===== src/hw/rv_isa_pkg.sv =====
// rv isa package: RV64 opcodes, formats and operation ids seen by the decode stage
package rv_isa_pkg;

  localparam int REG_ADDR_W = 5;

  // operation ids, one per supported instruction
  typedef enum logic [4:0] {
    OP_ILLEGAL = 5'd0,
    OP_JALR    = 5'd1,
    OP_BNE     = 5'd2,
    OP_LW      = 5'd3,
    OP_LBU     = 5'd4,
    OP_SH      = 5'd5,
    OP_ADDI    = 5'd6,
    OP_SLTIU   = 5'd7,
    OP_XORI    = 5'd8,
    OP_ANDI    = 5'd9,
    OP_LD      = 5'd10,
    OP_SD      = 5'd11,
    OP_ADDIW   = 5'd12,
    OP_LUI     = 5'd13,
    OP_AUIPC   = 5'd14,
    OP_JAL     = 5'd15,
    OP_ADD     = 5'd16,
    OP_SUB     = 5'd17,
    OP_SLTU    = 5'd18,
    OP_OR      = 5'd19,
    OP_AND     = 5'd20,
    OP_ADDW    = 5'd21,
    OP_SLLW    = 5'd22,
    OP_SRAI    = 5'd23,
    OP_EBREAK  = 5'd24
  } op_e;

  // immediate formats
  typedef enum logic [2:0] {
    FMT_R = 3'd0,
    FMT_I = 3'd1,
    FMT_S = 3'd2,
    FMT_B = 3'd3,
    FMT_U = 3'd4,
    FMT_J = 3'd5
  } fmt_e;

  // major opcodes, inst[6:0]
  localparam logic [6:0] OPC_LOAD      = 7'b0000011;
  localparam logic [6:0] OPC_STORE     = 7'b0100011;
  localparam logic [6:0] OPC_OP_IMM    = 7'b0010011;
  localparam logic [6:0] OPC_OP_IMM_32 = 7'b0011011;
  localparam logic [6:0] OPC_OP        = 7'b0110011;
  localparam logic [6:0] OPC_OP_32     = 7'b0111011;
  localparam logic [6:0] OPC_BRANCH    = 7'b1100011;
  localparam logic [6:0] OPC_JALR      = 7'b1100111;
  localparam logic [6:0] OPC_JAL       = 7'b1101111;
  localparam logic [6:0] OPC_LUI       = 7'b0110111;
  localparam logic [6:0] OPC_AUIPC     = 7'b0010111;
  localparam logic [6:0] OPC_SYSTEM    = 7'b1110011;

  // funct7 / funct6 keys
  localparam logic [6:0] F7_BASE = 7'b0000000;
  localparam logic [6:0] F7_ALT  = 7'b0100000;
  localparam logic [5:0] F6_SRA  = 6'b010000;

  // ebreak is matched on the whole word
  localparam logic [31:0] INST_EBREAK = {12'h001, 5'd0, 3'b000, 5'd0, OPC_SYSTEM};

endpackage


===== src/hw/decode_pipe_pkg.sv =====
// decode pipe package: lane count, data width and the records passed between stages
package decode_pipe_pkg;

  localparam int LANES = 4;
  localparam int XLEN  = 64;

  // one fetch slot, slicer to lane
  typedef struct packed {
    logic            valid;
    logic [XLEN-1:0] pc;
    logic [31:0]     inst;
  } slot_t;

  // decoded operation, lane to grouper
  typedef struct packed {
    logic                                valid;
    logic [XLEN-1:0]                     pc;
    rv_isa_pkg::op_e                     op;
    logic [rv_isa_pkg::REG_ADDR_W-1:0]   rd;
    logic [rv_isa_pkg::REG_ADDR_W-1:0]   rs1;
    logic [rv_isa_pkg::REG_ADDR_W-1:0]   rs2;
    logic [XLEN-1:0]                     imm;   // sign extended, zero for R and illegal
    logic                                uses_rs1;
    logic                                uses_rs2;
    logic                                writes_rd;
    logic                                illegal;
    logic                                is_ebreak;
  } dec_op_t;

  // incoming fetch packet
  typedef struct packed {
    logic [LANES-1:0]       mask;
    logic [XLEN-1:0]        pc;    // pc of slot 0
    logic [LANES-1:0][31:0] insts;
  } fetch_pkt_t;

  // outgoing decoded packet
  typedef struct packed {
    logic                   valid;
    dec_op_t [LANES-1:0]    ops;
    logic [LANES-1:0]       group_end;
  } dec_pkt_t;

endpackage


===== src/hw/decode_top.sv =====
// decode top: four-slot RV64 decode stage, slicer then decoder lanes then issue grouper
`timescale 1ns/10ps

module decode_top (
  input  logic                        clk,
  input  logic                        rst,
  input  logic                        fetch_valid,
  input  decode_pipe_pkg::fetch_pkt_t fetch,
  output logic                        dec_valid,
  output decode_pipe_pkg::dec_pkt_t   dec
);

  decode_pipe_pkg::slot_t   [decode_pipe_pkg::LANES-1:0] slots;
  decode_pipe_pkg::dec_op_t [decode_pipe_pkg::LANES-1:0] lane_ops;

  fetch_slicer u_slicer (
    .clk         (clk),
    .rst         (rst),
    .fetch_valid (fetch_valid),
    .fetch       (fetch),
    .slots       (slots)
  );

  for (genvar i = 0; i < decode_pipe_pkg::LANES; i++) begin : g_lane
    inst_decoder u_lane (
      .clk  (clk),
      .rst  (rst),
      .slot (slots[i]),
      .op   (lane_ops[i])
    );
  end

  issue_grouper u_grouper (
    .clk       (clk),
    .rst       (rst),
    .lane_ops  (lane_ops),
    .dec_valid (dec_valid),
    .dec       (dec)
  );

  // three stages end to end, no stall
  a_latency: assert property (
    @(posedge clk) disable iff (rst) fetch_valid && (|fetch.mask) |-> ##3 dec_valid
  );

endmodule


===== src/hw/fetch_slicer.sv =====
// fetch slicer: registers a fetch packet and splits it into per-slot records with pcs
`timescale 1ns/10ps

module fetch_slicer (
  input  logic                                             clk,
  input  logic                                             rst,
  input  logic                                             fetch_valid,
  input  decode_pipe_pkg::fetch_pkt_t                      fetch,
  output decode_pipe_pkg::slot_t [decode_pipe_pkg::LANES-1:0] slots
);

  logic [decode_pipe_pkg::LANES-1:0]       valid_q;
  logic [decode_pipe_pkg::XLEN-1:0]        base_pc_q;
  logic [decode_pipe_pkg::LANES-1:0][31:0] insts_q;

  // slot valid bits are strobes, one cycle per packet
  always_ff @(posedge clk) begin
    if (rst) begin
      valid_q <= '0;
    end else if (fetch_valid) begin
      valid_q <= fetch.mask;
    end else begin
      valid_q <= '0;
    end
  end

  always_ff @(posedge clk) begin
    if (fetch_valid) begin
      base_pc_q <= fetch.pc;
      insts_q   <= fetch.insts;
    end
  end

  always_comb begin
    for (int i = 0; i < decode_pipe_pkg::LANES; i++) begin
      slots[i].valid = valid_q[i];
      slots[i].pc    = base_pc_q + {{(decode_pipe_pkg::XLEN - 4){1'b0}}, 4'(i * 4)}; // base + 4i
      slots[i].inst  = insts_q[i];
    end
  end

  // an empty packet would give a strobe with no slot behind it
  a_mask_nonzero: assert property (
    @(posedge clk) disable iff (rst) fetch_valid |-> (|fetch.mask)
  );

endmodule


===== src/hw/inst_decoder.sv =====
// inst decoder: one decode lane turning a fetch slot into a registered decoded operation
`timescale 1ns/10ps

module inst_decoder (
  input  logic                     clk,
  input  logic                     rst,
  input  decode_pipe_pkg::slot_t   slot,
  output decode_pipe_pkg::dec_op_t op
);

  logic [31:0] inst;
  logic [6:0]  opcode;
  logic [2:0]  funct3;
  logic [6:0]  funct7;
  logic        is_ebreak;

  logic [decode_pipe_pkg::XLEN-1:0] imm_i;
  logic [decode_pipe_pkg::XLEN-1:0] imm_s;
  logic [decode_pipe_pkg::XLEN-1:0] imm_b;
  logic [decode_pipe_pkg::XLEN-1:0] imm_u;
  logic [decode_pipe_pkg::XLEN-1:0] imm_j;
  logic [decode_pipe_pkg::XLEN-1:0] shamt;

  rv_isa_pkg::op_e  op_key3;   // keyed on funct3 + opcode
  rv_isa_pkg::op_e  op_opc;    // keyed on opcode alone
  rv_isa_pkg::op_e  op_key7;   // keyed on funct7 + funct3 + opcode
  rv_isa_pkg::op_e  op_key6;   // keyed on funct6 + funct3 + opcode
  rv_isa_pkg::op_e  op_id;
  rv_isa_pkg::fmt_e fmt;

  decode_pipe_pkg::dec_op_t op_d;
  decode_pipe_pkg::dec_op_t op_q;
  logic                     valid_q;

  assign inst      = slot.inst;
  assign opcode    = inst[6:0];
  assign funct3    = inst[14:12];
  assign funct7    = inst[31:25];
  assign is_ebreak = (inst == rv_isa_pkg::INST_EBREAK);

  assign imm_i = {{(decode_pipe_pkg::XLEN - 12){inst[31]}}, inst[31:20]};
  assign imm_s = {{(decode_pipe_pkg::XLEN - 12){inst[31]}}, inst[31:25], inst[11:7]};
  assign imm_b = {{(decode_pipe_pkg::XLEN - 13){inst[31]}}, inst[31], inst[7], inst[30:25],
                  inst[11:8], 1'b0};
  assign imm_u = {{(decode_pipe_pkg::XLEN - 32){inst[31]}}, inst[31:12], 12'b0};
  assign imm_j = {{(decode_pipe_pkg::XLEN - 21){inst[31]}}, inst[31], inst[19:12], inst[20],
                  inst[30:21], 1'b0};
  assign shamt = {{(decode_pipe_pkg::XLEN - 6){1'b0}}, inst[25:20]}; // srai only

  always_comb begin
    case ({funct3, opcode})
      {3'b000, rv_isa_pkg::OPC_JALR}:      op_key3 = rv_isa_pkg::OP_JALR;
      {3'b001, rv_isa_pkg::OPC_BRANCH}:    op_key3 = rv_isa_pkg::OP_BNE;
      {3'b010, rv_isa_pkg::OPC_LOAD}:      op_key3 = rv_isa_pkg::OP_LW;
      {3'b100, rv_isa_pkg::OPC_LOAD}:      op_key3 = rv_isa_pkg::OP_LBU;
      {3'b001, rv_isa_pkg::OPC_STORE}:     op_key3 = rv_isa_pkg::OP_SH;
      {3'b000, rv_isa_pkg::OPC_OP_IMM}:    op_key3 = rv_isa_pkg::OP_ADDI;
      {3'b011, rv_isa_pkg::OPC_OP_IMM}:    op_key3 = rv_isa_pkg::OP_SLTIU;
      {3'b100, rv_isa_pkg::OPC_OP_IMM}:    op_key3 = rv_isa_pkg::OP_XORI;
      {3'b111, rv_isa_pkg::OPC_OP_IMM}:    op_key3 = rv_isa_pkg::OP_ANDI;
      {3'b011, rv_isa_pkg::OPC_LOAD}:      op_key3 = rv_isa_pkg::OP_LD;
      {3'b011, rv_isa_pkg::OPC_STORE}:     op_key3 = rv_isa_pkg::OP_SD;
      {3'b000, rv_isa_pkg::OPC_OP_IMM_32}: op_key3 = rv_isa_pkg::OP_ADDIW;
      default:                             op_key3 = rv_isa_pkg::OP_ILLEGAL;
    endcase
  end

  always_comb begin
    case (opcode)
      rv_isa_pkg::OPC_LUI:   op_opc = rv_isa_pkg::OP_LUI;
      rv_isa_pkg::OPC_AUIPC: op_opc = rv_isa_pkg::OP_AUIPC;
      rv_isa_pkg::OPC_JAL:   op_opc = rv_isa_pkg::OP_JAL;
      default:               op_opc = rv_isa_pkg::OP_ILLEGAL;
    endcase
  end

  always_comb begin
    case ({funct7, funct3, opcode})
      {rv_isa_pkg::F7_BASE, 3'b000, rv_isa_pkg::OPC_OP}:   op_key7 = rv_isa_pkg::OP_ADD;
      {rv_isa_pkg::F7_ALT,  3'b000, rv_isa_pkg::OPC_OP}:   op_key7 = rv_isa_pkg::OP_SUB;
      {rv_isa_pkg::F7_BASE, 3'b011, rv_isa_pkg::OPC_OP}:   op_key7 = rv_isa_pkg::OP_SLTU;
      {rv_isa_pkg::F7_BASE, 3'b110, rv_isa_pkg::OPC_OP}:   op_key7 = rv_isa_pkg::OP_OR;
      {rv_isa_pkg::F7_BASE, 3'b111, rv_isa_pkg::OPC_OP}:   op_key7 = rv_isa_pkg::OP_AND;
      {rv_isa_pkg::F7_BASE, 3'b000, rv_isa_pkg::OPC_OP_32}: op_key7 = rv_isa_pkg::OP_ADDW;
      {rv_isa_pkg::F7_BASE, 3'b001, rv_isa_pkg::OPC_OP_32}: op_key7 = rv_isa_pkg::OP_SLLW;
      default:                                              op_key7 = rv_isa_pkg::OP_ILLEGAL;
    endcase
  end

  // RV64 shifts keep bit 25 for shamt[5]
  assign op_key6 = ({inst[31:26], funct3, opcode} == {rv_isa_pkg::F6_SRA, 3'b101,
                    rv_isa_pkg::OPC_OP_IMM}) ? rv_isa_pkg::OP_SRAI : rv_isa_pkg::OP_ILLEGAL;

  // key spaces are disjoint, order only picks the hit
  always_comb begin
    if (is_ebreak) begin
      op_id = rv_isa_pkg::OP_EBREAK;
    end else if (op_key3 != rv_isa_pkg::OP_ILLEGAL) begin
      op_id = op_key3;
    end else if (op_opc != rv_isa_pkg::OP_ILLEGAL) begin
      op_id = op_opc;
    end else if (op_key7 != rv_isa_pkg::OP_ILLEGAL) begin
      op_id = op_key7;
    end else begin
      op_id = op_key6;
    end
  end

  always_comb begin
    case (op_id)
      rv_isa_pkg::OP_BNE:   fmt = rv_isa_pkg::FMT_B;
      rv_isa_pkg::OP_SH,
      rv_isa_pkg::OP_SD:    fmt = rv_isa_pkg::FMT_S;
      rv_isa_pkg::OP_LUI,
      rv_isa_pkg::OP_AUIPC: fmt = rv_isa_pkg::FMT_U;
      rv_isa_pkg::OP_JAL:   fmt = rv_isa_pkg::FMT_J;
      rv_isa_pkg::OP_JALR, rv_isa_pkg::OP_LW, rv_isa_pkg::OP_LBU, rv_isa_pkg::OP_ADDI,
      rv_isa_pkg::OP_SLTIU, rv_isa_pkg::OP_XORI, rv_isa_pkg::OP_ANDI, rv_isa_pkg::OP_LD,
      rv_isa_pkg::OP_ADDIW, rv_isa_pkg::OP_SRAI,
      rv_isa_pkg::OP_EBREAK: fmt = rv_isa_pkg::FMT_I;
      default:              fmt = rv_isa_pkg::FMT_R; // R ops and illegal
    endcase
  end

  always_comb begin
    op_d           = '0;
    op_d.valid     = slot.valid;
    op_d.pc        = slot.pc;
    op_d.op        = op_id;
    op_d.rd        = inst[11:7];
    op_d.rs1       = inst[19:15];
    op_d.rs2       = inst[24:20];
    op_d.illegal   = (op_id == rv_isa_pkg::OP_ILLEGAL);
    op_d.is_ebreak = is_ebreak;
    if (!op_d.illegal) begin
      case (fmt)
        rv_isa_pkg::FMT_I: begin
          op_d.uses_rs1  = 1'b1;
          op_d.writes_rd = 1'b1;
          op_d.imm       = (op_id == rv_isa_pkg::OP_SRAI) ? shamt : imm_i;
        end
        rv_isa_pkg::FMT_S: begin
          op_d.uses_rs1 = 1'b1;
          op_d.uses_rs2 = 1'b1;
          op_d.imm      = imm_s;
        end
        rv_isa_pkg::FMT_B: begin
          op_d.uses_rs1 = 1'b1;
          op_d.uses_rs2 = 1'b1;
          op_d.imm      = imm_b;
        end
        rv_isa_pkg::FMT_U: begin
          op_d.writes_rd = 1'b1;
          op_d.imm       = imm_u;
        end
        rv_isa_pkg::FMT_J: begin
          op_d.writes_rd = 1'b1;
          op_d.imm       = imm_j;
        end
        default: begin // R keeps imm at zero
          op_d.uses_rs1  = 1'b1;
          op_d.uses_rs2  = 1'b1;
          op_d.writes_rd = 1'b1;
        end
      endcase
    end
  end

  always_ff @(posedge clk) begin
    if (rst) begin
      valid_q <= 1'b0;
    end else begin
      valid_q <= op_d.valid;
    end
  end

  always_ff @(posedge clk) begin
    op_q <= op_d;
  end

  always_comb begin
    op       = op_q;
    op.valid = valid_q;
  end

  a_ebreak_legal: assert property (
    @(posedge clk) disable iff (rst) slot.valid |=> !(op.illegal && op.is_ebreak)
  );

endmodule


===== src/hw/issue_grouper.sv =====
// issue grouper: squashes slots after ebreak, marks issue group ends, registers the packet
`timescale 1ns/10ps

module issue_grouper (
  input  logic                                                clk,
  input  logic                                                rst,
  input  decode_pipe_pkg::dec_op_t [decode_pipe_pkg::LANES-1:0] lane_ops,
  output logic                                                dec_valid,
  output decode_pipe_pkg::dec_pkt_t                           dec
);

  decode_pipe_pkg::dec_op_t [decode_pipe_pkg::LANES-1:0] ops_k;  // after squash
  decode_pipe_pkg::dec_op_t [decode_pipe_pkg::LANES-1:0] ops_q;
  logic [decode_pipe_pkg::LANES-1:0]                     group_end_d;
  logic [decode_pipe_pkg::LANES-1:0]                     group_end_q;
  logic [decode_pipe_pkg::LANES-1:0]                     valid_q;
  logic                                                  any_valid;

  // true when rd of the writer feeds a used source of the reader
  function automatic logic raw_hit(decode_pipe_pkg::dec_op_t wr, decode_pipe_pkg::dec_op_t rd);
    logic hit;
    hit = 1'b0;
    if (wr.writes_rd && wr.rd != '0) begin
      hit = (rd.uses_rs1 && rd.rs1 == wr.rd) || (rd.uses_rs2 && rd.rs2 == wr.rd);
    end
    return hit;
  endfunction

  always_comb begin : squash
    logic seen_ebreak;
    seen_ebreak = 1'b0;
    any_valid   = 1'b0;
    for (int i = 0; i < decode_pipe_pkg::LANES; i++) begin
      ops_k[i] = lane_ops[i];
      any_valid = any_valid | lane_ops[i].valid;
      if (seen_ebreak) begin
        ops_k[i].valid = 1'b0;
      end
      if (lane_ops[i].valid && lane_ops[i].is_ebreak) begin
        seen_ebreak = 1'b1;
      end
    end
  end

  always_comb begin : grouping
    logic later_valid;
    for (int i = 0; i < decode_pipe_pkg::LANES; i++) begin
      group_end_d[i] = 1'b0;
      later_valid    = 1'b0;
      for (int j = i + 1; j < decode_pipe_pkg::LANES; j++) begin
        if (ops_k[j].valid) begin
          later_valid = 1'b1;
          if (raw_hit(ops_k[i], ops_k[j])) begin
            group_end_d[i] = 1'b1;
          end
        end
      end
      if (!later_valid) begin
        group_end_d[i] = 1'b1; // last valid slot closes the group
      end
      if (!ops_k[i].valid) begin
        group_end_d[i] = 1'b0;
      end
    end
  end

  always_ff @(posedge clk) begin
    if (rst) begin
      dec_valid <= 1'b0;
      valid_q   <= '0;
    end else begin
      dec_valid <= any_valid;
      for (int i = 0; i < decode_pipe_pkg::LANES; i++) begin
        valid_q[i] <= ops_k[i].valid;
      end
    end
  end

  always_ff @(posedge clk) begin
    ops_q       <= ops_k;
    group_end_q <= group_end_d;
  end

  always_comb begin
    dec           = '0;
    dec.valid     = dec_valid;
    dec.group_end = group_end_q;
    for (int i = 0; i < decode_pipe_pkg::LANES; i++) begin
      dec.ops[i]       = ops_q[i];
      dec.ops[i].valid = valid_q[i];
    end
  end

  for (genvar g = 0; g < decode_pipe_pkg::LANES; g++) begin : g_chk
    a_last_ends: assert property (
      @(posedge clk) disable iff (rst)
      dec_valid && valid_q[g] && ((valid_q >> (g + 1)) == '0) |-> group_end_q[g]
    );
  end

endmodule


===== config.mk =====
export PLATFORM = sky130hd
export DESIGN_NAME = decode_top
export DESIGN_NICKNAME = d
export VERILOG_FILES = /design/src/hw/rv_isa_pkg.sv /design/src/hw/decode_pipe_pkg.sv /design/src/hw/decode_top.sv /design/src/hw/fetch_slicer.sv /design/src/hw/inst_decoder.sv /design/src/hw/issue_grouper.sv
export SDC_FILE = /design/constraint.sdc
export NUM_CORES = 1
export LEC_CHECK = 0
export ABC_CLOCK_PERIOD_IN_PS = 10800
export BUFFER_PORTS_ARGS = -buffer_cell sky130_fd_sc_hd__buf_2
export CORE_AREA = 2 2 321 323
export CTS_BUF_LIST = sky130_fd_sc_hd__clkbuf_16
export CTS_CLUSTER_DIAMETER = 50
export DETAILED_ROUTE_END_ITERATION = 10
export DIE_AREA = 0 0 323 325
export SLEW_MARGIN = 20
export SYNTH_ARGS = -nofsm -noshare
export SYNTH_HDL_FRONTEND = slang
export SYNTH_SLANG_ARGS = --single-unit
export TNS_END_PERCENT = 5

===== constraint.sdc =====
create_clock -name clk -period 10.8 [get_ports clk]
set_clock_uncertainty 0.1 [all_clocks]
set_input_delay 0.54 -clock clk [delete_from_list [all_inputs] [get_ports clk]]
set_output_delay 0.54 -clock clk [all_outputs]
set_load 0.02 [all_outputs]

# Word level (Yosys, flattened, before mapping)
# Memories as Yosys holds them, arrays and structs flattened.
# Cells that the tools add are included.
[word_totals]
reg_bits = 1433
romBits = 384
in_bits = 199
memories = 4
[mem_list]
columns = ["name", "words", "width", "rd", "rd_ports_with_merged_regs", "write_ports", "line_no", "rtl"]
rows = [
  ["(name not given)", 32, 3, 1, 0, 0, "inst_decoder.sv:110", "case (op_id)"],
  ["(name not given)", 32, 3, 1, 0, 0, "inst_decoder.sv:110", ""],
  ["(name not given)", 32, 3, 1, 0, 0, "inst_decoder.sv:110", ""],
  ["(name not given)", 32, 3, 1, 0, 0, "inst_decoder.sv:110", ""],
]
[classes]
n_addsub = 3
n_eq_ne = 132
muxes = 91
bitwise = 4
n_reduce_logical = 56
[ops]
columns = ["cell", "n"]
rows = [
  ["case mux 64 bit (5 select lines)", 4],
  ["2-to-1 mux 64 bit", 4],
  ["case mux 4 bit (12 select lines)", 4],
  ["equality test 10 x 9 -> 1 bit, second input constant", 16],
  ["case mux 5 bit (7 select lines)", 4],
  ["equality test 17 x 10 -> 1 bit, second input constant", 8],
  ["equality test 17 x 6 -> 1 bit, second input constant", 8],
  ["adder 64 x 4 -> 64 bit, second input constant", 2],
  ["equality test 32 x 21 -> 1 bit, second input constant", 4],
  ["equality test 10 bit, second input constant", 12],
  ["2-to-1 mux 5 bit", 20],
  ["equality test 10 x 5 -> 1 bit, second input constant", 8],
  ["equality test 10 x 8 -> 1 bit, second input constant", 8],
  ["nonzero test 5 bit", 15],
  ["equality test 17 x 16 -> 1 bit, second input constant", 4],
  ["equality test 17 x 8 -> 1 bit, second input constant", 4],
  ["equality test 17 x 9 -> 1 bit, second input constant", 4],
  ["adder 64 x 3 -> 64 bit, second input constant", 1],
  ["equality test 16 x 15 -> 1 bit, second input constant", 4],
  ["equality test 5 bit", 12],
  ["2-to-1 mux 1 bit", 51],
  ["case mux 4 bit (3 select lines)", 4],
  ["equality test 10 x 7 -> 1 bit, second input constant", 4],
  ["equality test 7 x 5 -> 1 bit, second input constant", 4],
  ["13 further kinds", 77],
]

# Logic depth before layout (Yosys ltp)
[depth]
depth_word = 12
depth_mapped = 19

# Cells and area by module
# From an unflattened synthesis, not the netlist that was laid out.
[unflattened]
cells_unflattened = 2901
area_unflattened_um2 = 38908.6
[modules_own_cells]
columns = ["mod", "n_inst", "cells_each", "area_per_inst_um2"]
rows = [
  ["issue_grouper", 1, 748, 13386.6],
  ["inst_decoder (g_lane[0].u_lane ...)", 3, 337, 3897.5],
  ["fetch_slicer", 1, 786, 9854.5],
  ["inst_decoder (g_lane[2].u_lane)", 1, 356, 3975.1],
]

# Worst setup path before layout
# Ideal clock, no wire load.
[synth_path]
path_kind = "register to register"
from = "register u_slicer.insts_q (netlist bit u_slicer.slots[124])"
to = "register g_lane[1].u_lane.op_q (netlist bit g_lane[1].u_lane.op[26])"
setup_time_ns = 0.132
t_arrival_ns = 3.812
path_slack_ns = 6.756
stages_incl_launch_ff = 17
n_path_buf = 1
synth_period_minus_slack_ns = 4.044
cell_sequence = "edfxtp_1 > or4_4 > or3_4 > nor3_1 > nand2b_1 > a21oi_1 > nor2_1 > o21a_1 > inv_1 > ha_1 > or4b_2 > and2_1 > mux2i_1 > nand3_1 > nand3_1 > clkbuf_1 > o21ai_0"
[synth_rtl]
columns = ["item", "line_no", "rtl"]
rows = [
  ["start: declaration", "fetch_slicer.sv:14", "logic [decode_pipe_pkg::LANES-1:0][31:0] insts_q;"],
  ["start signal: assignment", "fetch_slicer.sv:30", "insts_q <= fetch.insts;"],
  ["end signal: assignment", "inst_decoder.sv:178", "op_q <= op_d;"],
  ["end: declaration", "inst_decoder.sv:32", "decode_pipe_pkg::dec_op_t op_q;"],
]

==> results.cfg <==
[run_status]
status = completed

[sta]
fin_crit_ns = 5.14
slew_headroom_pct = 28.8
rsz0062_at_grt = no
hold_viol = 0
timing.fmax_mhz = 195
tightestPinTransition_ns = 1.06
drv_slew = 0
finalSetupTns_ns = 0
setup_violations = 0
period_share_pct = 47.6

[global_routing]
grt_pass1_wl_microns = 156000
grt_max_degree = 95
grt_usage_pct = 19.9
first_global_vias = 23700
antenna_found_initial = 10
gr-total-overflow = 0

[worst_setup_path]
path_class = flop to flop
path_depth = 14
cp-end-kind = flop
crit_family = compound AO/OA/AOI/OAI gates
crit_top_cell = a21oi_1
crit_path_max_incr_delay_ns = 0.82
critPathSlowestCell = a21oi_1
path_cells = or4_1 -> nor4_1 -> nand2_1 -> nand2_1 -> o221ai_1 -> a21oi_1 -> inv_1 -> ha_1 -> a21oi_1 -> nor3_1 -> a22o_1 -> a21oi_1 -> a31oi_1 -> a21oi_1
cp_num_buf_inv = 1
arrival_ns = 5.65
reg2reg_depth = 14
start_kind = flop
timing.rr.end = g_lane[0].u_lane.op[18]$_SDFF_PP0_
worstPathMaxFanout = 11
worstPathRequired_ns = 11.31
worstReg2RegStart = u_slicer.slots[27]$_DFFE_PP_
regToRegSetupSlack_ns = 5.66

[clocking]
cts_hold_buf = 196
root_buffer = clkbuf_16
cts_buffers = 118
postCtsResizedCells = 0
cts_setup_buffers = 0
clock_path_buffers = 3
cts_sinks = 1161
clk_pin_slew_ns = 0.06
clk_latency_ns = 0.70
cts_tree = done
htreeDepth = 3

[finish]
finalNetCount = 4012
layout_commonest_cell = dfxtp_1
area_growth_pct = 28.5
drive_gt1_share_pct = 27.1
final_cell_mix = 969 x dfxtp_1, 819 x buf_2, 196 x nand2_1, 196 x dlygate4sd3_1, 192 x edfxtp_1

[logic_synthesis]
synth_edf_count = 192
synth_cells = 2888
syn_area_sq_um = 35900
synth_cell_types = 97
syn_area_per_cell_sq_um = 12.4
synth-seq-cells = 1161
synth_nets = 3119
yosys_warnings = 0
ys_async_sr_fraction_pct = 0
synth_flop_cell = dfxtp_1
seq_area_frac_synth_pct = 70.1

[route]
firstDrtPassIters = 7
detail_route.vias_per_cell = 4.59
drt_iter0_markers = 1298
drt-total-wl_microns = 109000
drc = 0
via_count = 24100
final_antenna_net_count = 0
wire_per_inst_microns = 20.7

[power_and_ir_drop]
finalPower_uw = 9510
ir_drop_v = 0.000137
powerDensity_nw_per_um2 = 206
power.leakage_uw = 0.0201

[min_path]
min_to = u_grouper.dec_valid$_SDFF_PP0_
min_from = rst
whs_path_depth = 2
hold_path_class = input pin to flop

[floorplanning]
die_x_microns = 323
fp.dieH_microns = 325
initial_core_util_pct = 35.4
ios = 821
core_area_sq_um = 101000
fp.dieArea_sq_um = 105000
num_rows = 117

[placed_design]
port_buffers = 820
place_congestion = 0.906
dp_hpwl_microns = 81800

[flow_run]
maxCapViolations = 0
## worst max-delay path by stage
| stage | from | to | slack (ns) |
|---|---|---|---|
| 6_report | u_slicer.slots[27]$_DFFE_PP_ | g_lane[0].u_lane.op[18]$_SDFF_PP0_ | 5.66 |
| 5_1_grt | u_slicer.slots[27]$_DFFE_PP_ | g_lane[0].u_lane.op[18]$_SDFF_PP0_ | 5.18 |
| 3_5_place_dp | u_slicer.slots[27]$_DFFE_PP_ | g_lane[0].u_lane.op[24]$_SDFF_PP0_ | 5.75 |
| 2_1_floorplan | u_slicer.slots[124]$_DFFE_PP_ | g_lane[1].u_lane.op[26]$_SDFF_PP0_ | 6.76 |
| 3_3_place_gp | u_slicer.slots[27]$_DFFE_PP_ | g_lane[0].u_lane.op[24]$_SDFF_PP0_ | 5.89 |
| 4_1_cts | u_slicer.slots[27]$_DFFE_PP_ | g_lane[0].u_lane.op[18]$_SDFF_PP0_ | 5.70 |
## final cells by class
type | count | area [sq um]
diodes | 3 | 7.51
clock buffers | 121 | 3030
clock inverters | 102 | 769
fillers | 9311 | 55200
inverters | 63 | 241
multi-input cells | 1406 | 9010
flip-flops and latches | 1161 | 25200
well taps | 1368 | 1710
repair buffers | 1031 | 6190
## Yosys cell counts, types with 54 or more instances
cell type | number | area [sq um]
a21oi_1 | 89 | 445
buf_4 | 137 | 1030
clkbuf_1 | 97 | 364
dfxtp_1 | 969 | 19400
edfxtp_1 | 192 | 5770
inv_1 | 60 | 225
nand2_1 | 196 | 736
nand3_1 | 105 | 526
nor2_1 | 169 | 634
nor3_1 | 54 | 270
xnor2_1 | 113 | 990
xor2_1 | 137 | 1200
## power by group
part | switching [uW] | internal [uW]
clock network | 1720 | 2180
logic | 401 | 263
registers | 248 | 4700
total | 2370 | 7140
## routing by layer
metal  GRT usage, %  part of all wire (%)  up-vias
met5              0                 0.056        -
met4           7.41                   3.4       10
met3           5.32                   7.8      202
met2           34.2                    48      970
met1           23.8                    40    11400
li1               -                     -    11500
## flip-flops by register name, indices dropped and copies added, names as in the netlist, 4 cells and up
name	cells
u_grouper.dec	476
g_lane.u_lane.op	476
g_lane.u_lane.valid_q	4
u_grouper.valid_q	4
u_slicer.base_pc_q	64
u_slicer.slots	128
u_grouper.group_end_q	4
u_slicer.valid_q	4
## worst reg2reg max path, delay by kind of cell (launching register included)
kind	cells	cell delay, ns
fa+ha+maj	1	0.22
buf+inv	1	0.18
flops	1	0.41
simple gates	5	1.65
compound gates	7	2.50
## through the flow
stage	instances	hold slack [ns]	utilization, %	setup WS, ns	area (sq um)
2_1_floorplan	2888	0.210	-	6.76	35900
3_3_place_gp	4832	0.210	39.8	5.89	40300
3_5_place_dp	4832	0.212	39.8	5.75	40300
4_1_cts	5251	0.0177	45.5	5.70	46100
5_1_grt	5254	0.0532	45.5	5.18	46100
6_report	5255	0.0799	45.5	5.66	46100
## logic make-up after synthesis
| group | count (synthesis) | synth area share (%) |
|---|---|---|
| XOR/XNOR | 250 | 6.10 |
| adder cells (fa/ha/maj) | 34 | 1.17 |
| multiplexers | 14 | 0.404 |
| flip-flops | 1161 | 70.1 |
| AO/OA/AOI/OAI | 269 | 5.14 |
| buffers and inverters | 321 | 4.85 |
| AND/OR/NAND/NOR | 839 | 12.2 |
Note: power is estimated with default switching activity, not from simulation.
